`config.mk`:
```
export PLATFORM = sky130hd
export DESIGN_NAME = cfg_ctrl_top
export DESIGN_NICKNAME = d
export VERILOG_FILES = /design/src/rtl/cfg_ctrl_pkg.sv /design/src/rtl/wb_host_port.sv /design/src/rtl/axil_host_port.sv /design/src/rtl/req_arbiter.sv /design/src/rtl/axil_master.sv /design/src/rtl/target_router.sv /design/src/rtl/cfg_ctrl_top.sv
export SDC_FILE = /design/constraint.sdc
export NUM_CORES = 1
export LEC_CHECK = 0
export ABC_AREA = 1
export BUFFER_PORTS_ARGS = -buffer_cell sky130_fd_sc_hd__buf_2
export CAP_MARGIN = 30
export CORE_AREA = 2 2 185 187
export CTS_CLUSTER_SIZE = 20
export DETAILED_ROUTE_END_ITERATION = 12
export DIE_AREA = 0 0 187 189
export GPL_TIMING_DRIVEN = 1
export PLACE_DENSITY = 0.77
export SETUP_SLACK_MARGIN = 0.4
export SLEW_MARGIN = 20
export SYNTH_ARGS = -nofsm -noshare
export SYNTH_HDL_FRONTEND = slang
export SYNTH_SLANG_ARGS = --single-unit
```
`constraint.sdc`:
```
create_clock -name axi_clk -period 7.2 [get_ports axi_clk]
set_input_delay 1.44 -clock axi_clk [delete_from_list [all_inputs] [get_ports axi_clk]]
set_output_delay 1.44 -clock axi_clk [all_outputs]
set_load 0.02 [all_outputs]
```
`src/rtl/cfg_ctrl_pkg.sv`:
```
`default_nettype none

package cfg_ctrl_pkg;

	//////////////////////////////////////////////////
	// Widths and address map
	//////////////////////////////////////////////////
	localparam int DATA_W        = 32;
	localparam int ADDR_W        = 32;
	localparam int FABRIC_ADDR_W = 15;	// Target side address bits
	localparam int PAGE_W        = 20;
	localparam int OFFSET_W      = 12;	// 4 KiB pages
	localparam int SEL_W         = 5;
	localparam int N_TARGETS     = 4;
	localparam int STRB_W        = DATA_W / 8;

	localparam logic [PAGE_W-1:0] DEF_BASE_PAGE = 20'h30000;

	// Page order follows the enum, local page sits right after the last one
	typedef enum logic [$clog2(N_TARGETS)-1:0] {
		TGT_USER_PRJ,
		TGT_LOGIC_ANLZ,
		TGT_STREAM_BRIDGE,
		TGT_IO_SERDES
	} tgt_idx_e;

	typedef logic [N_TARGETS-1:0] tgt_en_t;

	//////////////////////////////////////////////////
	// Bundles
	//////////////////////////////////////////////////
	typedef struct packed {
		logic              we;
		logic [ADDR_W-1:0] addr;
		logic [DATA_W-1:0] wdata;
	} cfg_req_t;

	typedef struct packed {
		logic                     awvalid;
		logic [FABRIC_ADDR_W-1:0] awaddr;
		logic                     wvalid;
		logic [DATA_W-1:0]        wdata;
		logic [STRB_W-1:0]        wstrb;
		logic                     arvalid;
		logic [FABRIC_ADDR_W-1:0] araddr;
		logic                     rready;
	} axil_m_t;

	typedef struct packed {
		logic              awready;
		logic              wready;
		logic              arready;
		logic [DATA_W-1:0] rdata;
		logic              rvalid;
	} axil_s_t;

	typedef struct packed {
		logic              awvalid;
		logic [ADDR_W-1:0] awaddr;
		logic              wvalid;
		logic [DATA_W-1:0] wdata;
		logic [STRB_W-1:0] wstrb;
		logic              arvalid;
		logic [ADDR_W-1:0] araddr;
		logic              rready;
	} host_req_t;

	typedef struct packed {
		logic              awready;
		logic              wready;
		logic              arready;
		logic [DATA_W-1:0] rdata;
		logic              rvalid;
	} host_rsp_t;

	typedef struct packed {
		logic              cyc;
		logic              stb;
		logic              we;
		logic [ADDR_W-1:0] adr;
		logic [DATA_W-1:0] wdata;
		logic [STRB_W-1:0] sel;
	} wb_req_t;

endpackage

`default_nettype wire

```
`src/rtl/wb_host_port.sv`:
```
`timescale 1ns/1ps
`default_nettype none

module wb_host_port import cfg_ctrl_pkg::*; (
	input  wire               axi_clk,
	input  wire               axi_reset_n,
	input  wire wb_req_t      wb_req_i,
	output logic              wb_ack_o,
	output logic [DATA_W-1:0] wb_rdata_o,
	output logic              req_valid_o,
	input  wire               req_ready_i,
	output cfg_req_t          req_o,
	input  wire               rsp_valid_i,
	input  wire [DATA_W-1:0]  rsp_rdata_i
);

	typedef enum logic {WB_IDLE, WB_BUSY} wb_state_e;

	wb_state_e state_q;
	logic      capture;

	// No new cycle while the previous ack is still on the bus
	assign capture = (state_q == WB_IDLE) && !wb_ack_o && wb_req_i.cyc && wb_req_i.stb;

	always_ff @(posedge axi_clk) begin
		if (capture) begin
			req_o.we    <= wb_req_i.we;
			req_o.addr  <= wb_req_i.adr;
			req_o.wdata <= wb_req_i.wdata;	// Byte selects dropped
		end
		if (rsp_valid_i && state_q == WB_BUSY)
			wb_rdata_o <= rsp_rdata_i;	// Zero for writes
	end

	always_ff @(posedge axi_clk or negedge axi_reset_n) begin
		if (!axi_reset_n) begin
			state_q     <= WB_IDLE;
			req_valid_o <= 1'b0;
			wb_ack_o    <= 1'b0;
		end else begin
			wb_ack_o <= 1'b0;
			case (state_q)
				WB_IDLE: begin
					if (capture) begin
						req_valid_o <= 1'b1;
						state_q     <= WB_BUSY;
					end
				end
				WB_BUSY: begin
					if (req_valid_o && req_ready_i)
						req_valid_o <= 1'b0;	// Taken by the arbiter
					if (rsp_valid_i) begin
						wb_ack_o <= 1'b1;
						state_q  <= WB_IDLE;
					end
				end
				default: state_q <= WB_IDLE;
			endcase
		end
	end

endmodule

`default_nettype wire

```
`src/rtl/axil_host_port.sv`:
```
`timescale 1ns/1ps
`default_nettype none

module axil_host_port import cfg_ctrl_pkg::*; (
	input  wire              axi_clk,
	input  wire              axi_reset_n,
	input  wire host_req_t   host_req_i,
	output host_rsp_t        host_rsp_o,
	output logic             req_valid_o,
	input  wire              req_ready_i,
	output cfg_req_t         req_o,
	input  wire              rsp_valid_i,
	input  wire [DATA_W-1:0] rsp_rdata_i
);

	typedef enum logic [2:0] {
		H_IDLE,
		H_RD_WAIT,
		H_RD_HOLD,
		H_WR_DATA,
		H_WR_WAIT
	} host_state_e;

	host_state_e       state_q;
	logic              awready_q;
	logic              wready_q;
	logic              arready_q;
	logic              rvalid_q;
	logic [DATA_W-1:0] rdata_q;
	logic              aw_take;
	logic              ar_take;
	logic              w_take;

	// Write wins over read when both show up in idle
	assign aw_take = (state_q == H_IDLE) && host_req_i.awvalid;
	assign ar_take = (state_q == H_IDLE) && !host_req_i.awvalid && host_req_i.arvalid;
	assign w_take  = (state_q == H_WR_DATA) && host_req_i.wvalid;

	always_comb begin
		host_rsp_o.awready = awready_q;
		host_rsp_o.wready  = wready_q;	// Doubles as write completion
		host_rsp_o.arready = arready_q;
		host_rsp_o.rdata   = rdata_q;
		host_rsp_o.rvalid  = rvalid_q;
	end

	always_ff @(posedge axi_clk) begin
		if (aw_take)
			req_o.addr <= host_req_i.awaddr;
		if (ar_take) begin
			req_o.addr <= host_req_i.araddr;
			req_o.we   <= 1'b0;
		end
		if (w_take) begin
			req_o.wdata <= host_req_i.wdata;
			req_o.we    <= 1'b1;
		end
		if (rsp_valid_i && state_q == H_RD_WAIT)
			rdata_q <= rsp_rdata_i;	// Held until rready
	end

	//////////////////////////////////////////////////
	// Host channel FSM
	//////////////////////////////////////////////////
	always_ff @(posedge axi_clk or negedge axi_reset_n) begin
		if (!axi_reset_n) begin
			state_q     <= H_IDLE;
			req_valid_o <= 1'b0;
			awready_q   <= 1'b0;
			wready_q    <= 1'b0;
			arready_q   <= 1'b0;
			rvalid_q    <= 1'b0;
		end else begin
			awready_q <= 1'b0;
			wready_q  <= 1'b0;
			arready_q <= 1'b0;
			if (req_valid_o && req_ready_i)
				req_valid_o <= 1'b0;
			case (state_q)
				H_IDLE: begin
					if (aw_take) begin
						awready_q <= 1'b1;
						state_q   <= H_WR_DATA;
					end else if (ar_take) begin
						arready_q   <= 1'b1;
						req_valid_o <= 1'b1;
						state_q     <= H_RD_WAIT;
					end
				end
				H_RD_WAIT: begin
					if (rsp_valid_i) begin
						rvalid_q <= 1'b1;
						state_q  <= H_RD_HOLD;
					end
				end
				H_RD_HOLD: begin
					if (host_req_i.rready) begin
						rvalid_q <= 1'b0;
						state_q  <= H_IDLE;
					end
				end
				H_WR_DATA: begin
					if (w_take) begin
						req_valid_o <= 1'b1;
						state_q     <= H_WR_WAIT;
					end
				end
				H_WR_WAIT: begin
					if (rsp_valid_i) begin
						wready_q <= 1'b1;
						state_q  <= H_IDLE;
					end
				end
				default: state_q <= H_IDLE;
			endcase
		end
	end

endmodule

`default_nettype wire

```
`src/rtl/req_arbiter.sv`:
```
`timescale 1ns/1ps
`default_nettype none

module req_arbiter import cfg_ctrl_pkg::*; (
	input  wire               axi_clk,
	input  wire               axi_reset_n,
	input  wire               wb_valid_i,
	output logic              wb_ready_o,
	input  wire cfg_req_t     wb_req_i,
	input  wire               host_valid_i,
	output logic              host_ready_o,
	input  wire cfg_req_t     host_req_i,
	output logic              m_valid_o,
	input  wire               m_ready_i,
	output cfg_req_t          m_req_o,
	input  wire               rsp_valid_i,
	input  wire [DATA_W-1:0]  rsp_rdata_i,
	output logic              wb_rsp_valid_o,
	output logic              host_rsp_valid_o,
	output logic [DATA_W-1:0] rsp_rdata_o
);

	logic grant_host_q;	// Low selects Wishbone
	logic outstanding_q;
	logic accept;
	logic other_req;

	assign m_valid_o    = grant_host_q ? host_valid_i : wb_valid_i;
	assign m_req_o      = grant_host_q ? host_req_i : wb_req_i;
	assign wb_ready_o   = !grant_host_q && m_ready_i;
	assign host_ready_o = grant_host_q && m_ready_i;
	assign accept       = m_valid_o && m_ready_i;
	assign other_req    = grant_host_q ? wb_valid_i : host_valid_i;

	// Grant is frozen while a request is in flight, so it still names the owner
	assign wb_rsp_valid_o   = rsp_valid_i && !grant_host_q;
	assign host_rsp_valid_o = rsp_valid_i && grant_host_q;
	assign rsp_rdata_o      = rsp_rdata_i;

	always_ff @(posedge axi_clk or negedge axi_reset_n) begin
		if (!axi_reset_n) begin
			grant_host_q  <= 1'b0;
			outstanding_q <= 1'b0;
		end else begin
			if (accept)
				outstanding_q <= 1'b1;
			else if (rsp_valid_i)
				outstanding_q <= 1'b0;
			if (!outstanding_q && !m_valid_o && other_req)
				grant_host_q <= !grant_host_q;	// Sticky, moves only on idle owner
		end
	end

endmodule

`default_nettype wire

```
`src/rtl/axil_master.sv`:
```
`timescale 1ns/1ps
`default_nettype none

module axil_master import cfg_ctrl_pkg::*; (
	input  wire               axi_clk,
	input  wire               axi_reset_n,
	input  wire               req_valid_i,
	output logic              req_ready_o,
	input  wire cfg_req_t     req_i,
	output logic              rsp_valid_o,
	output logic [DATA_W-1:0] rsp_rdata_o,
	output axil_m_t           fabric_o,
	input  wire axil_s_t      fabric_i,
	output logic [PAGE_W-1:0] cur_page_o
);

	typedef enum logic [2:0] {
		M_IDLE,
		M_RD_ADDR,
		M_RD_DATA,
		M_WR_BOTH,
		M_WR_DATA
	} m_state_e;

	m_state_e state_q;
	logic     aw_hs;
	logic     w_hs;
	logic     ar_hs;
	logic     r_hs;

	assign aw_hs = fabric_o.awvalid && fabric_i.awready;
	assign w_hs  = fabric_o.wvalid && fabric_i.wready;
	assign ar_hs = fabric_o.arvalid && fabric_i.arready;
	assign r_hs  = fabric_o.rready && fabric_i.rvalid;

	assign req_ready_o = (state_q == M_IDLE);	// One access at a time

	//////////////////////////////////////////////////
	// Master FSM
	//////////////////////////////////////////////////
	always_ff @(posedge axi_clk or negedge axi_reset_n) begin
		if (!axi_reset_n) begin
			state_q     <= M_IDLE;
			fabric_o    <= '0;
			rsp_valid_o <= 1'b0;
			rsp_rdata_o <= '0;
			cur_page_o  <= '1;	// Parks on a sink page
		end else begin
			rsp_valid_o <= 1'b0;
			case (state_q)
				M_IDLE: begin
					if (req_valid_i) begin
						cur_page_o <= req_i.addr[OFFSET_W +: PAGE_W];
						if (req_i.we) begin
							fabric_o.awvalid <= 1'b1;
							fabric_o.awaddr  <= req_i.addr[FABRIC_ADDR_W-1:0];
							fabric_o.wvalid  <= 1'b1;
							fabric_o.wdata   <= req_i.wdata;
							fabric_o.wstrb   <= '1;	// Full word writes only
							state_q          <= M_WR_BOTH;
						end else begin
							fabric_o.arvalid <= 1'b1;
							fabric_o.araddr  <= req_i.addr[FABRIC_ADDR_W-1:0];
							fabric_o.rready  <= 1'b1;
							state_q          <= M_RD_ADDR;
						end
					end
				end
				M_RD_ADDR: begin
					if (ar_hs) begin
						fabric_o.arvalid <= 1'b0;
						if (r_hs) begin
							// Data in the same cycle, as the local page and sink do
							fabric_o.rready <= 1'b0;
							rsp_rdata_o     <= fabric_i.rdata;
							rsp_valid_o     <= 1'b1;
							state_q         <= M_IDLE;
						end else begin
							state_q <= M_RD_DATA;
						end
					end
				end
				M_RD_DATA: begin
					if (r_hs) begin
						fabric_o.rready <= 1'b0;
						rsp_rdata_o     <= fabric_i.rdata;
						rsp_valid_o     <= 1'b1;
						state_q         <= M_IDLE;
					end
				end
				M_WR_BOTH: begin
					if (w_hs)
						fabric_o.wvalid <= 1'b0;	// Data may finish first
					if (aw_hs) begin
						fabric_o.awvalid <= 1'b0;
						if (w_hs || !fabric_o.wvalid) begin
							rsp_rdata_o <= '0;
							rsp_valid_o <= 1'b1;
							state_q     <= M_IDLE;
						end else begin
							state_q <= M_WR_DATA;
						end
					end
				end
				M_WR_DATA: begin
					if (w_hs) begin
						fabric_o.wvalid <= 1'b0;
						rsp_rdata_o     <= '0;
						rsp_valid_o     <= 1'b1;
						state_q         <= M_IDLE;
					end
				end
				default: state_q <= M_IDLE;
			endcase
		end
	end

endmodule

`default_nettype wire

```
`src/rtl/target_router.sv`:
```
`timescale 1ns/1ps
`default_nettype none

module target_router import cfg_ctrl_pkg::*; #(
	parameter logic [PAGE_W-1:0] BASE_PAGE = DEF_BASE_PAGE
) (
	input  wire                          axi_clk,
	input  wire                          axi_reset_n,
	input  wire [PAGE_W-1:0]             cur_page_i,
	input  wire axil_m_t                 fabric_i,
	input  wire axil_s_t [N_TARGETS-1:0] target_rsp_i,
	output axil_s_t                      merged_o,
	output tgt_en_t                      target_en_o,
	output logic [SEL_W-1:0]             user_prj_sel_o
);

	localparam int IDX_W = $clog2(N_TARGETS);

	logic [PAGE_W-1:0] page_off;
	logic              hit_tgt;
	logic              hit_local;
	logic              self_ans;
	logic              local_wr;
	tgt_idx_e          tgt_sel;

	//////////////////////////////////////////////////
	// Page decode
	//////////////////////////////////////////////////
	assign page_off  = cur_page_i - BASE_PAGE;	// Below base wraps high, so sink
	assign hit_tgt   = page_off < PAGE_W'(N_TARGETS);
	assign hit_local = page_off == PAGE_W'(N_TARGETS);
	assign self_ans  = !hit_tgt;	// Local page or sink
	assign tgt_sel   = tgt_idx_e'(page_off[IDX_W-1:0]);

	always_comb begin
		target_en_o = '0;
		if (hit_tgt)
			target_en_o[tgt_sel] = 1'b1;
	end

	//////////////////////////////////////////////////
	// Response merge
	//////////////////////////////////////////////////
	always_comb begin
		merged_o.awready = self_ans && fabric_i.awvalid;
		merged_o.wready  = self_ans && fabric_i.wvalid;
		merged_o.arready = self_ans && fabric_i.arvalid;
		merged_o.rvalid  = self_ans && fabric_i.arvalid;	// Read data with the address
		if (hit_local)
			merged_o.rdata = DATA_W'(user_prj_sel_o);
		else if (self_ans)
			merged_o.rdata = '1;
		else
			merged_o.rdata = '0;
		for (int i = 0; i < N_TARGETS; i++) begin
			if (target_en_o[i]) begin
				merged_o.awready = merged_o.awready | target_rsp_i[i].awready;
				merged_o.wready  = merged_o.wready | target_rsp_i[i].wready;
				merged_o.arready = merged_o.arready | target_rsp_i[i].arready;
				merged_o.rvalid  = merged_o.rvalid | target_rsp_i[i].rvalid;
				merged_o.rdata   = merged_o.rdata | target_rsp_i[i].rdata;
			end
		end
	end

	// Local page takes both write channels in one cycle
	assign local_wr = hit_local && fabric_i.awvalid && fabric_i.wvalid &&
		(fabric_i.awaddr[OFFSET_W-1:0] == '0) && fabric_i.wstrb[0];

	always_ff @(posedge axi_clk or negedge axi_reset_n) begin
		if (!axi_reset_n)
			user_prj_sel_o <= '0;
		else if (local_wr)
			user_prj_sel_o <= fabric_i.wdata[SEL_W-1:0];
	end

endmodule

`default_nettype wire

```
`src/rtl/cfg_ctrl_top.sv`:
```
`timescale 1ns/1ps
`default_nettype none

module cfg_ctrl_top import cfg_ctrl_pkg::*; #(
	parameter logic [PAGE_W-1:0] BASE_PAGE = DEF_BASE_PAGE
) (
	input  wire                          axi_clk,
	input  wire                          axi_reset_n,
	input  wire wb_req_t                 wb_req_i,
	output logic                         wb_ack_o,
	output logic [DATA_W-1:0]            wb_rdata_o,
	input  wire host_req_t               host_req_i,
	output host_rsp_t                    host_rsp_o,
	output axil_m_t                      fabric_o,
	input  wire axil_s_t [N_TARGETS-1:0] target_rsp_i,
	output tgt_en_t                      target_en_o,
	output logic [SEL_W-1:0]             user_prj_sel_o
);

	// Host side request channels
	logic              wb_valid;
	logic              wb_ready;
	cfg_req_t          wb_cfg_req;
	logic              host_valid;
	logic              host_ready;
	cfg_req_t          host_cfg_req;

	// Arbiter to master
	logic              m_valid;
	logic              m_ready;
	cfg_req_t          m_req;
	logic              m_rsp_valid;
	logic [DATA_W-1:0] m_rsp_rdata;
	logic              wb_rsp_valid;
	logic              host_rsp_valid;
	logic [DATA_W-1:0] rsp_rdata;

	// Fabric side
	axil_s_t           merged;
	logic [PAGE_W-1:0] cur_page;

	wb_host_port i_wb_host_port (
		.axi_clk, .axi_reset_n,
		.wb_req_i, .wb_ack_o, .wb_rdata_o,
		.req_valid_o (wb_valid),     .req_ready_i (wb_ready), .req_o (wb_cfg_req),
		.rsp_valid_i (wb_rsp_valid), .rsp_rdata_i (rsp_rdata)
	);

	axil_host_port i_axil_host_port (
		.axi_clk, .axi_reset_n,
		.host_req_i, .host_rsp_o,
		.req_valid_o (host_valid),     .req_ready_i (host_ready), .req_o (host_cfg_req),
		.rsp_valid_i (host_rsp_valid), .rsp_rdata_i (rsp_rdata)
	);

	req_arbiter i_req_arbiter (
		.axi_clk, .axi_reset_n,
		.wb_valid_i   (wb_valid),   .wb_ready_o   (wb_ready),   .wb_req_i   (wb_cfg_req),
		.host_valid_i (host_valid), .host_ready_o (host_ready), .host_req_i (host_cfg_req),
		.m_valid_o    (m_valid),    .m_ready_i    (m_ready),    .m_req_o    (m_req),
		.rsp_valid_i  (m_rsp_valid), .rsp_rdata_i (m_rsp_rdata),
		.wb_rsp_valid_o (wb_rsp_valid), .host_rsp_valid_o (host_rsp_valid),
		.rsp_rdata_o  (rsp_rdata)
	);

	axil_master i_axil_master (
		.axi_clk, .axi_reset_n,
		.req_valid_i (m_valid),     .req_ready_o (m_ready),  .req_i (m_req),
		.rsp_valid_o (m_rsp_valid), .rsp_rdata_o (m_rsp_rdata),
		.fabric_o,   .fabric_i (merged),
		.cur_page_o  (cur_page)
	);

	target_router #(.BASE_PAGE(BASE_PAGE)) i_target_router (
		.axi_clk, .axi_reset_n,
		.cur_page_i  (cur_page), .fabric_i (fabric_o), .target_rsp_i,
		.merged_o    (merged),
		.target_en_o, .user_prj_sel_o
	);

endmodule

`default_nettype wire

```
==> metrics.md, run 1 <==
| Metric | Value |
|---|---|
| Run status | `finished clean` |
| CP Class | `reg -> out` |
| Die Area | `35300 um^2` |
| Seq/Total Area, Yosys | `about 67%` |
| FF+latch count, synth | `about 340` |
| RR Endpoint | `i_axil_master.rsp_rdata_o[13]$_DFFE_PN0P_` |
| Core Util, Final | `between 50% and 60%` |
| Grt ovf | `0` |
| Final Cell Area | `around 18000 um^2` |
| Routed WL | `~42 mm` |
| Kind of start point of the critical path | `flop` |
| Flop-to-flop setup slack | `just under 4000 ps` |
| Post-Syn Area per Cell | `slightly above 10 um^2` |
| Global-route wire length before repair | `64.6 mm` |
| Clock transition at path regs | `around 60 ps` |
| Postcts setup bufs | `0` |
| Largest net degree at the start of global routing | `82` |
| DRT antenna net count | `0` |
| Endpoints failing setup | `0` |
| Peak supply drop | `roughly 260 uV` |
| CTS Buffer Depth | `3` |
| Slowest CP cell | `nor2_4` |
| I/O Buffers | `460` |
| Max Freq | `between 200 and 250 MHz` |
| Top Ports | `469` |
| First-pass iteration count of the detailed router | `7` |
| Critical path depth | `6` |
| Tcrit/Tclk final | `roughly three fifths` |
| Area Growth Syn to Fin | `27.0%` |
| CTS tree | `built` |
| Gpl congestion | `roughly 0.93` |
| PostCTS Resize Cnt | `0` |
| Slowest stage delay, CP | `~650 ps` |
| Fin. Hold Viols | `0` |
| Asr flop ratio synth | `between 40% and 50%` |
| Worst slew margin | `roughly a third` |
| GRT Util Overall | `a little under a quarter` |
| Setup TNS | `0 ps` |
| Synth unique cells | `40` |
| Most common cell after layout, fill and taps aside | `nand2_1` |
| Worst path required time | `around 5800 ps` |
| Synth area leader | `edfxtp_1` |
| Detail-routed via count per cell | `between 5 and 6` |
| CP Data Arrival Time | `approximately 2800 ps` |
| Yosys Warn Count | `0` |
| Clock sinks | `between 300 and 400` |
| Synth Flop Type | `edfxtp_1` |
| Final min period | `roughly 4300 ps` |
| Top delay family on crit path | `simple AND/OR/NAND/NOR gates` |
| Tot Pwr | `0.00675 W` |
| Worst setup EP type | `output pin` |
| Max Cap Violations | `0` |
| Inserted Clock Buffers | `35` |
| Worst min path class | `reg -> reg` |
| CTS root buf | `clkbuf_16` |
| Pwr/cell area | `approximately 380 nW/um^2` |
| Hold buffers post-CTS | `0` |
| Die height | `189 um` |
| Number of buffers and inverters on the critical path | `1` |
| Placed inst area | `about 17000 um^2` |
| Clock skew | `17.0 ps` |
| Num rows | `between 60 and 70` |
| Synthesized area | `approximately 14000 um^2` |
| Vias in the first global route | `approximately 12000` |
| Nets@finish | `approximately 2200` |
| Met3 routed WL | `~3.4 mm` |
| Min-delay src | `i_axil_master.fabric_o[67]$_DFFE_PN0P_` |
| Worst Hold End | `i_axil_master.fabric_o[67]$_DFFE_PN0P_` |
| Worst skew pair latency | `520 ps` |
| R2R Path Start | `i_axil_master.cur_page_o[10]$_DFFE_PN1P_` |
| H-Tree Depth | `2` |
| CP cell instances | `nor2_1 -> nand3_1 -> nor2_2 -> nand2_4 -> nor2_4 -> buf_2` |
| DR WL met2 | `between 20 and 25 mm` |
| Unrepaired setup endpoints after global routing | `no` |
| Yosys top cell area share | `between 40% and 50%` |
| Fillcell total | `between 2000 and 3000` |
| Final HPWL DP | `30.5 mm` |
| DRT iter0 DRCs | `just over 600` |
| Syn Inst Count | `approximately 1400` |
| M1 WL | `15.8 mm` |
| Most frequent cells in the layout | `nand2_1 (550), buf_2 (459), edfxtp_1 (193), nor2_1 (137), dfrtp_1 (120)` |
| Initial antenna violation count | `9` |
| EDFF count, synth | `193` |
| Drt wl/cell | `between 15 and 20 um` |
| Detailed-route via count | `approximately 12000` |
| Worst Hold Depth | `2` |
| Syn_nets | `between 1500 and 2000` |
| Peak fanout along the critical path | `28` |
| R2R depth | `11` |
| Initial Util | `a little over two fifths` |
| Dpl ws | `between 3000 and 4000 ps` |
| Drt drc | `0` |
| Worst-Margin Slew | `between 900 and 1000 ps` |
| Core area | `about 33000 um^2` |
| Leak | `between 8 and 9 nW` |
| Die X-Extent | `187 um` |
| Share of layout cells above drive strength 1 | `between 30 and 40%` |
| Final worst setup slack | `2930 ps` |
| Main area contributors after synthesis | `edfxtp_1 (41%), dfrtp_1 (22%), nand2_1 (15%), dfstp_2 (3.8%), nor2_1 (3.7%)` |
| Final Slew Violations | `0` |
| Top routing layer in use | `met5` |
==> layer usage <==
metal	GRT usage [%]	vias to the layer above
li1	-	5493
met1	27.4	5491
met2	42.3	583
met3	5.43	100
met4	10.0	4
met5	0	-
==> cells in the mapped netlist, types with 2 or more instances <==
library cell	count
o31ai_1	33
a22o_1	2
or2_2	2
o21ai_0	28
buf_6	4
buf_1	2
nand4_1	15
nor2_2	5
buf_4	11
edfxtp_1	193
nor2_4	2
nor3_1	9
a211oi_1	21
o21ai_1	2
nor2_1	139
nand2_4	4
clkinv_1	4
nor4_1	2
clkbuf_1	34
inv_1	54
dfstp_2	20
buf_2	20
nand3_1	59
nand2_1	550
a31oi_1	19
o21bai_1	2
dfrtp_1	121
nand2_2	4
mux2_2	2
a21oi_1	14
==> state kept, by name (all words and copies together), names as in the netlist, 5 cells and up <==
name,cells
i_axil_master.fabric_o,67
i_axil_host_port.req_o,65
i_wb_host_port.req_o,65
i_axil_host_port.rdata_q,32
i_axil_master.rsp_rdata_o,32
i_wb_host_port.wb_rdata_o,32
i_axil_master.cur_page_o,20
i_target_router.user_prj_sel_o,5
==> worst register-to-register path, cell delays in order, from the launching register on <==
cell     delay, ps
dfstp_2        370
nor2_1         150
nand3_1        110
nor2_2         510
nand2_4        240
nor2_4         650
inv_1          330
nand2_1        290
o21ai_0        230
a21oi_1        200
nand2_1         70
nand2_1         70
==> how the worst max path moves through the flow <==
stage	slack, ps	startpoint	to
floorplan	650	wb_req_i[69]	i_wb_host_port.req_o[0]$_DFFE_PP_
global placement	3570	i_axil_master.cur_page_o[10]$_DFFE_PN1P_	target_en_o[0]
detailed placement	3520	i_axil_master.cur_page_o[10]$_DFFE_PN1P_	target_en_o[0]
CTS	2970	i_axil_master.cur_page_o[10]$_DFFE_PN1P_	target_en_o[0]
global route	2800	i_axil_master.cur_page_o[4]$_DFFE_PN1P_	target_en_o[0]
finish	2930	i_axil_master.cur_page_o[10]$_DFFE_PN1P_	target_en_o[0]
==> final cells by class <==
cell class / count / area (um^2) / area share, %
diodes: 7 / 17.5 / 0.0984
clock inverters: 10 / 62.6 / 0.351
repair buffers: 478 / 2460 / 13.8
clock buffers: 54 / 1020 / 5.72
inverters: 59 / 221 / 1.24
flip-flops and latches: 335 / 9370 / 52.6
multi-input cells: 922 / 4090 / 23.0
well taps: 448 / 561 / 3.15
==> metrics by stage <==
stage	hold WS, ps	std cells
6_report	469	2313
5_1_grt	491	2311
4_1_cts	474	2305
3_5_place_dp	458	2241
3_3_place_gp	450	2240
2_1_floorplan	443	1387
==> power by group <==
group / switching, W / total, W / leakage [nW] / internal (W)
combinational: 0.00137 / 0.00201 / 4.25 / 0.000638
sequential: 0.000356 / 0.00303 / 3.46 / 0.00268
clock: 0.000733 / 0.00171 / 0.532 / 0.000981
==> logic make-up (layout without fill, tap and decap cells) <==
logic type	count (synthesis)	count (layout)	share of synthesized area, %
simple gates	794	794	22.9
flops	335	335	66.9
other cells	0	7	0
buf+inv	130	601	4.17
compound gates	126	126	5.92
mux	2	2	0.161
No activity file was read; power rests on OpenSTA's default activity.
==> inputs of run 2 (changes only) <==
- clock period: 7.2 -> 4.3 ns (I/O delays scaled with it)
==> run 2 against run 1 <==
Compared with the run above: register-to-register slack got worse by 2800 ps; final cell count increased by 0.35%; routed wire length increased by 1.9%; core utilization increased by 0.66 points; first-iteration DRC count increased by 17%; design area increased by 1.2%; clock-buffer cell count decreased by 9; sequential power increased by 68%; critical path type unchanged.
==> metrics.md, run 2 (same netlist as run 1, synthesis figures left out) <==
| Metric | Value |
|---|---|
| Tcrit/Tclk final | `78.4%` |
| Final worst setup slack | `929 ps (was 2930 ps)` |
| Endpoints failing setup | `0 (unchanged)` |
| First-pass iteration count of the detailed router | `8 (was 7)` |
| Initial antenna violation count | `9 (unchanged)` |
| GRT Util Overall | `24.2% (was 23.7%)` |
| Clock skew | `9.08 ps (was 17.0 ps)` |
| Clock sinks | `335 (unchanged)` |
| Detailed-route via count | `11600 (was 11700)` |
| Hold buffers post-CTS | `0 (unchanged)` |
| Dpl ws | `1230 ps (was 3520 ps)` |
| Top Ports | `469 (unchanged)` |
| Die X-Extent | `187 um (unchanged)` |
| Worst-Margin Slew | `791 ps (was 999 ps)` |
| Peak supply drop | `414 uV (was 257 uV)` |
| Final min period | `about 3400 ps` |
| Worst setup EP type | `output pin (unchanged)` |
| Largest net degree at the start of global routing | `85 (was 82)` |
| CTS Buffer Depth | `3 (unchanged)` |
| Area Growth Syn to Fin | `28.6% (was 27.0%)` |
| Post-route insts no fill | `2321 (was 2313)` |
| Global-route wire length before repair | `65.7 mm (was 64.6 mm)` |
| Final HPWL DP | `31.6 mm (was 30.5 mm)` |
| Drt wl/cell | `18.6 um (was 18.3 um)` |
| Setup TNS | `0 ps (unchanged)` |
| Worst slew margin | `47.3% (was 33.4%)` |
| Die height | `189 um (unchanged)` |
| Num rows | `67 (unchanged)` |
| Worst skew pair latency | `520 ps (about the same)` |
| Gpl congestion | `0.943 (was 0.934)` |
| Kind of start point of the critical path | `flop (unchanged)` |
| I/O Buffers | `460 (unchanged)` |
| Max Freq | `~300 MHz` |
| Detail-routed via count per cell | `5.02 (was 5.05)` |
| Unrepaired setup endpoints after global routing | `no (unchanged)` |
| Die Area | `35300 um^2 (unchanged)` |
| Routed WL | `43.2 mm (was 42.4 mm)` |
| Worst min path class | `in -> async (was reg -> reg)` |
| DRT antenna net count | `0 (unchanged)` |
| Most frequent cells in the layout | `nand2_1 (550), buf_2 (459), edfxtp_1 (193), nor2_1 (137), dfrtp_1 (120) (unchanged)` |
| Placed Cells | `2246 (was 2241)` |
| Drt drc | `0 (unchanged)` |
| Nets@finish | `2160 (was 2152)` |
| Final Slew Violations | `0 (unchanged)` |
| Fillcell total | `2952 (was 2909)` |
| Clock transition at path regs | `60 ps (about the same)` |
| CTS tree | `built (unchanged)` |
| Biggest regs | `i_axil_master.fabric_o x67, i_axil_host_port.req_o x65, i_wb_host_port.req_o x65 (unchanged)` |
| Largest reg by FF count | `i_axil_master.fabric_o (unchanged)` |
| Run status | `finished clean (unchanged)` |
| Fin. Hold Viols | `0 (unchanged)` |
| PostCTS Resize Cnt | `0 (unchanged)` |
| Max FFs per register | `67 (unchanged)` |
| CTS root buf | `clkbuf_16 (unchanged)` |
| Inserted Clock Buffers | `37 (was 35)` |
| Core area | `33300 um^2 (unchanged)` |
| DRT iter0 DRCs | `722 (was 618)` |
| Worst path required time | `3440 ps (was 5760 ps)` |
| Leak | `8.35 nW (was 8.24 nW)` |
| Peak fanout along the critical path | `13 (was 28)` |
| Postcts setup bufs | `0 (unchanged)` |
| Initial Util | `42.1% (unchanged)` |
| H-Tree Depth | `2 (unchanged)` |
| Grt ovf | `0 (unchanged)` |
| CP Data Arrival Time | `2510 ps (was 2830 ps)` |
| CP Class | `reg -> out (unchanged)` |
| Max Cap Violations | `0 (unchanged)` |
| Pwr/cell area | `648 nW/um^2 (was 379 nW/um^2)` |
| Tot Pwr | `0.0117 W (was 0.00675 W)` |
| Share of layout cells above drive strength 1 | `31.8% (was 31.1%)` |
| Core Util, Final | `54.1% (was 53.5%)` |
| Vias in the first global route | `11500 (was 11700)` |
| Most common cell after layout, fill and taps aside | `nand2_1 (unchanged)` |
-- run 2: path summary, 6_finish.rpt --
check	from	cells after the start	slack, ps	to
setup / recovery	i_axil_master.cur_page_o[10]$_DFFE_PN1P_	7	930	target_en_o[2]
hold / removal	axi_reset_n	1	410	i_axil_master.fabric_o[1]$_DFFE_PN0P_
setup reg to reg	i_axil_master.cur_page_o[10]$_DFFE_PN1P_	12	1160	i_axil_master.rsp_rdata_o[28]$_DFFE_PN0P_
max in group asynchronous	axi_reset_n	2	2930	i_axil_master.rsp_rdata_o[12]$_DFFE_PN0P_
min in group axi_clk	i_req_arbiter.outstanding_q$_DFFE_PN0P_	1	470	i_req_arbiter.grant_host_q$_DFFE_PN0P_
hold reg to reg	i_req_arbiter.outstanding_q$_DFFE_PN0P_	1	470	i_req_arbiter.grant_host_q$_DFFE_PN0P_
-- run 2: power by group --
| group | switching, W | total (W) | leakage (nW) | internal [W] |
|---|---|---|---|---|
| clock | 0.00129 | 0.00316 | 0.598 | 0.00186 |
| sequential | 0.000605 | 0.00508 | 3.46 | 0.00448 |
| combinational | 0.00232 | 0.00343 | 4.29 | 0.00111 |
-- run 2: worst max-delay path, stage by stage, from the launching register on --
cell and delay, ps:
dfstp_2 370, nor2_1 160, nand3_1 110, nor2_2 510, nand2_4 240, nor2_2 160, buf_4 230, buf_2 200
-- run 2: routing by layer --
metal | vias to the layer above | GRT usage [%] | share of wire (%)
met5 | - | 0 | 0.21
met2 | 519 | 42.9 | 51
met3 | 104 | 5.73 | 7.5
met1 | 5501 | 28.9 | 38
li1 | 5510 | - | -
met4 | 14 | 8.36 | 3.2
-- run 2: final cells by class --
| type | count | area [um^2] | share of cell area (%) |
|---|---|---|---|
| flip-flops and latches | 335 | 9370 | 52.0 |
| clock buffers | 45 | 1010 | 5.60 |
| inverters | 59 | 221 | 1.23 |
| clock inverters | 23 | 209 | 1.16 |
| diodes | 5 | 12.5 | 0.0694 |
| well taps | 448 | 561 | 3.11 |
| multi-input cells | 922 | 4090 | 22.7 |
| repair buffers | 484 | 2550 | 14.1 |
-- run 2: per-stage QoR --
step / cell area (um^2) / hold WS, ps
after floorplan: 14000 / 443
after global placement: 16700 / 452
after detailed placement: 16700 / 456
after CTS: 18000 / 434
after global routing: 18000 / 470
final: 18000 / 413
==> inputs of run 3 (changes only) <==
- ABC_AREA: 1 -> 0
- CORE_AREA: 2 2 185 187 -> 2 2 183 185
- DIE_AREA: 0 0 187 189 -> 0 0 185 187
- PLACE_DENSITY: 0.77 -> 0.81
- clock period: 4.3 -> 2.7 ns (I/O delays scaled with it)
==> run 3 against run 2 <==
Compared with the run above: the flow now finishes with violations (setup timing); clock skew up 6.9 ps; combinational power shrank 72%; sequential share of layout area shrank 1.4 points; design area is 2.8% higher; critical endpoint is now i_axil_master.rsp_rdata_o[24]$_DFFE_PN0P_; worst hold slack lost 210 ps; critical path type is now reg -> reg; first-iteration DRC count shrank 33%; core utilization rose by 2.2 points; final cell count is 13% lower; clock power increased by 55%; setup slack lost 980 ps; power is 0.62% higher.
==> metrics.md, run 3 <==
| Metric | Value |
|---|---|
| Run status | `complete, but fails checks (was finished clean)` |
| Violated checks | `setup timing` |
| Initial antenna violation count | `4 (was 9)` |
| Syn Inst Count | `1068 (was 1387)` |
| DRT antenna net count | `0 (unchanged)` |
| Kind of start point of the critical path | `flop (unchanged)` |
| Max Freq | `between 300 and 400 MHz` |
| Worst skew pair latency | `510 ps (was 520 ps)` |
| Clock skew | `16.0 ps (was 9.08 ps)` |
| Fin. Hold Viols | `0 (unchanged)` |
| FF+latch count, synth | `335 (unchanged)` |
| CP Data Arrival Time | `3130 ps (was 2510 ps)` |
| Biggest regs | `i_axil_master.fabric_o x67, i_axil_host_port.req_o x65, i_wb_host_port.req_o x65 (unchanged)` |
| Max FFs per register | `67 (unchanged)` |
| Slowest CP cell | `dfstp_4 (was nor2_2)` |
| Number of buffers and inverters on the critical path | `2 (unchanged)` |
| GRT Util Overall | `23.2% (was 24.2%)` |
| Drt wl/cell | `20.3 um (was 18.6 um)` |
| Die height | `187 um (was 189 um)` |
| Tcrit/Tclk final | `102%` |
| Combinational cell fraction of total power | `8.1% (was 29.4%)` |
| Top delay family on crit path | `multiplexers (was simple AND/OR/NAND/NOR gates)` |
| Leak | `8.75 nW (was 8.35 nW)` |
| Syn_nets | `1389 (was 1708)` |
| Max Cap Violations | `0 (unchanged)` |
| Clock sinks | `335 (unchanged)` |
| Synth Flop Type | `edfxtp_1 (unchanged)` |
| Most common cell after layout, fill and taps aside | `buf_2 (was nand2_1)` |
| CTS tree | `built (unchanged)` |
| Drt drc | `0 (unchanged)` |
| NetSw | `0.00271 W (was 0.00422 W)` |
| Min-delay src | `wb_req_i[42]` |
| Peak fanout along the critical path | `7 (was 13)` |
| Asr flop ratio synth | `42.1% (unchanged)` |
| Most frequent cells in the layout | `buf_2 (455), nand2_1 (206), edfxtp_1 (193), dfrtp_1 (120), mux2i_1 (68) (was nand2_1 (550), buf_2 (459), edfxtp_1 (193), nor2_1 (137), dfrtp_1 (120))` |
| Sw frac | `23.1% (was 36.2%)` |
| Final worst setup slack | `-51.0 ps (was 929 ps)` |
| Top cells by count, synth | `nand2_1 (207), edfxtp_1 (193), dfrtp_1 (121), mux2i_1 (68), nor2_1 (57) (was nand2_1 (550), edfxtp_1 (193), nor2_1 (139), dfrtp_1 (121), nand3_1 (59))` |
| Internal | `0.00903 W (was 0.00745 W)` |
| Final Slew Violations | `0 (unchanged)` |
| Num rows | `67 (unchanged)` |
| Slowest stage delay, CP | `720 ps (was 510 ps)` |
| Worst-Margin Slew | `846 ps (was 791 ps)` |
| Clock transition at path regs | `60 ps (about the same)` |
| H-Tree Depth | `2 (unchanged)` |
| Synth unique cells | `57 (was 40)` |
| Final min period | `2750 ps` |
| EDFF count, synth | `193 (unchanged)` |
| Largest reg by FF count | `i_axil_master.fabric_o (unchanged)` |
| Top Ports | `469 (unchanged)` |
| Share of layout cells above drive strength 1 | `44.4% (was 31.8%)` |
| Area Growth Syn to Fin | `32.0% (was 28.6%)` |
| CP cell instances | `mux4_2 -> o41ai_4 -> o21ai_2 -> a22oi_4 -> buf_6 -> clkbuf_16 -> mux2_4 (was nor2_1 -> nand3_1 -> nor2_2 -> nand2_4 -> nor2_2 -> buf_4 -> buf_2)` |
| Initial Util | `42.7% (was 42.1%)` |
| Largest net degree at the start of global routing | `98 (was 85)` |
| Critical path origin | `i_axil_master.cur_page_o[0]$_DFFE_PN1P_ (was i_axil_master.cur_page_o[10]$_DFFE_PN1P_)` |
| Main area contributors after synthesis | `edfxtp_1 (41%), dfrtp_1 (22%), nand2_1 (5.5%), mux2i_1 (4.9%), dfstp_2 (3.7%) (was edfxtp_1 (41%), dfrtp_1 (22%), nand2_1 (15%), dfstp_2 (3.8%), nor2_1 (3.7%))` |
| Routed WL | `41.1 mm (was 43.2 mm)` |
| Worst setup EP type | `flop (was output pin)` |
| Synthesized area | `14000 um^2 (about the same)` |
| Clock power frac | `41.7% (was 27.1%)` |
| R2R Path Start | `i_axil_master.cur_page_o[0]$_DFFE_PN1P_ (was i_axil_master.cur_page_o[10]$_DFFE_PN1P_)` |
| CTS Buffer Depth | `3 (unchanged)` |
| CP Class | `reg -> reg (was reg -> out)` |
| Sequential share of power | `50.2% (was 43.6%)` |
| Count leader, synth | `nand2_1 (unchanged)` |
| I/O Buffers | `460 (unchanged)` |
| DRT iter0 DRCs | `481 (was 722)` |
| Worst path required time | `3080 ps (was 3440 ps)` |
| Tot Pwr | `0.0117 W (about the same)` |
| Yosys top cell area share | `41.3% (was 41.4%)` |
| Endpoints failing setup | `23 (was 0)` |
| Detailed-route via count | `10500 (was 11600)` |
| CTS root buf | `clkbuf_16 (unchanged)` |
| Global-route wire length before repair | `60.9 mm (was 65.7 mm)` |
| Die X-Extent | `185 um (was 187 um)` |
| First-pass iteration count of the detailed router | `5 (was 8)` |
| Core Util, Final | `56.4% (was 54.1%)` |
| Inserted Clock Buffers | `36 (was 37)` |
| Seq/Total Area, Yosys | `66.8% (was 66.9%)` |
| Detail-routed via count per cell | `5.20 (was 5.02)` |
| Final hold slack | `199 ps (was 413 ps)` |
| Gpl congestion | `0.880 (was 0.943)` |
| Grt ovf | `0 (unchanged)` |
| Worst min path class | `in -> reg (was in -> async)` |
| Post-Syn Area per Cell | `13.1 um^2 (was 10.1 um^2)` |
| Die Area | `34600 um^2 (was 35300 um^2)` |
| Worst slew margin | `43.6% (was 47.3%)` |
| Pwr/cell area | `634 nW/um^2 (was 648 nW/um^2)` |
| Unrepaired setup endpoints after global routing | `yes (was no)` |
| Yosys Warn Count | `0 (unchanged)` |
| Core area | `32900 um^2 (was 33300 um^2)` |
| Nets@finish | `1867 (was 2160)` |
| Vias in the first global route | `10800 (was 11500)` |
| Final HPWL DP | `29.4 mm (was 31.6 mm)` |
| Peak supply drop | `462 uV (was 414 uV)` |
| Synth area leader | `edfxtp_1 (unchanged)` |
==> run 3: stage by stage <==
step | cell area, um^2 | std cells | setup TNS (ps) | setup WS (ps)
detailed placement | 17000 | 1937 | -1330 | -56.3
finish | 18500 | 2024 | -597 | -51.0
CTS | 18400 | 2017 | -731 | -34.6
floorplan | 14100 | 1068 | 0 | 121
global route | 18500 | 2023 | -2020 | -102
global placement | 17000 | 1937 | -7.88 | -1.69
==> run 3: area by class of cell <==
type / instances / area, um^2
well taps: 448 / 561
clock inverters: 19 / 175
clock buffers: 47 / 1010
inverters: 13 / 48.8
flip-flops and latches: 335 / 9380
fillers: 2632 / 14300
repair buffers: 512 / 2940
multi-input cells: 648 / 4400
diodes: 2 / 5.00
==> run 3: power groups by stage <==
| stage | registers, W | clock network [W] | logic [W] |
|---|---|---|---|
| 2_1_floorplan | 0.00596 | 0 | 0.000483 |
| 3_3_place_gp | 0.00597 | 0 | 0.000924 |
| 3_5_place_dp | 0.00599 | 0 | 0.000965 |
| 4_1_cts | 0.00589 | 0.00499 | 0.000970 |
| 5_1_grt | 0.00592 | 0.00521 | 0.00106 |
| 6_report | 0.00589 | 0.00489 | 0.000957 |
==> run 3: logic make-up after synthesis <==
group	count (synthesis)	share of synthesized area (%)
xor+xnor	1	0.0624
buf+inv	85	2.91
flops	335	66.8
simple gates	322	10.2
compound gates	184	8.20
mux	141	11.9
==> run 3: worst paths after layout <==
path,slack [ps],to,depth (start not counted)
max in group asynchronous,1390,i_req_arbiter.grant_host_q$_DFFE_PN0P_,3
max,-50,i_axil_master.rsp_rdata_o[24]$_DFFE_PN0P_,7
min,200,i_wb_host_port.req_o[38]$_DFFE_PP_,1
min in group asynchronous,510,i_axil_master.rsp_rdata_o[3]$_DFFE_PN0P_,2
min reg2reg,450,i_axil_host_port.req_o[64]$_SDFFE_PP1P_,2
max reg2reg,-50,i_axil_master.rsp_rdata_o[24]$_DFFE_PN0P_,7
==> run 3: timing repair <==
item | CTS | global route
hold buffers | 1 | 0
resized for setup | 29 | 16
endpoints found under the hold margin | 26 | 0
pin swaps | 3 | 2
endpoints found under the setup margin | 42 | 45
cloned | 1 | 2
buffers inserted | 12 | 3
==> run 3: per-layer routing <==
layer	up-vias	GRT usage [%]	routed length, um	share of wire (%)
li1	4808	-	-	-
met1	5185	27.3	15900	39
met2	455	42.1	21300	52
met3	75	4.79	2660	6.5
met4	4	7.11	1190	2.9
met5	-	0	17	0.041
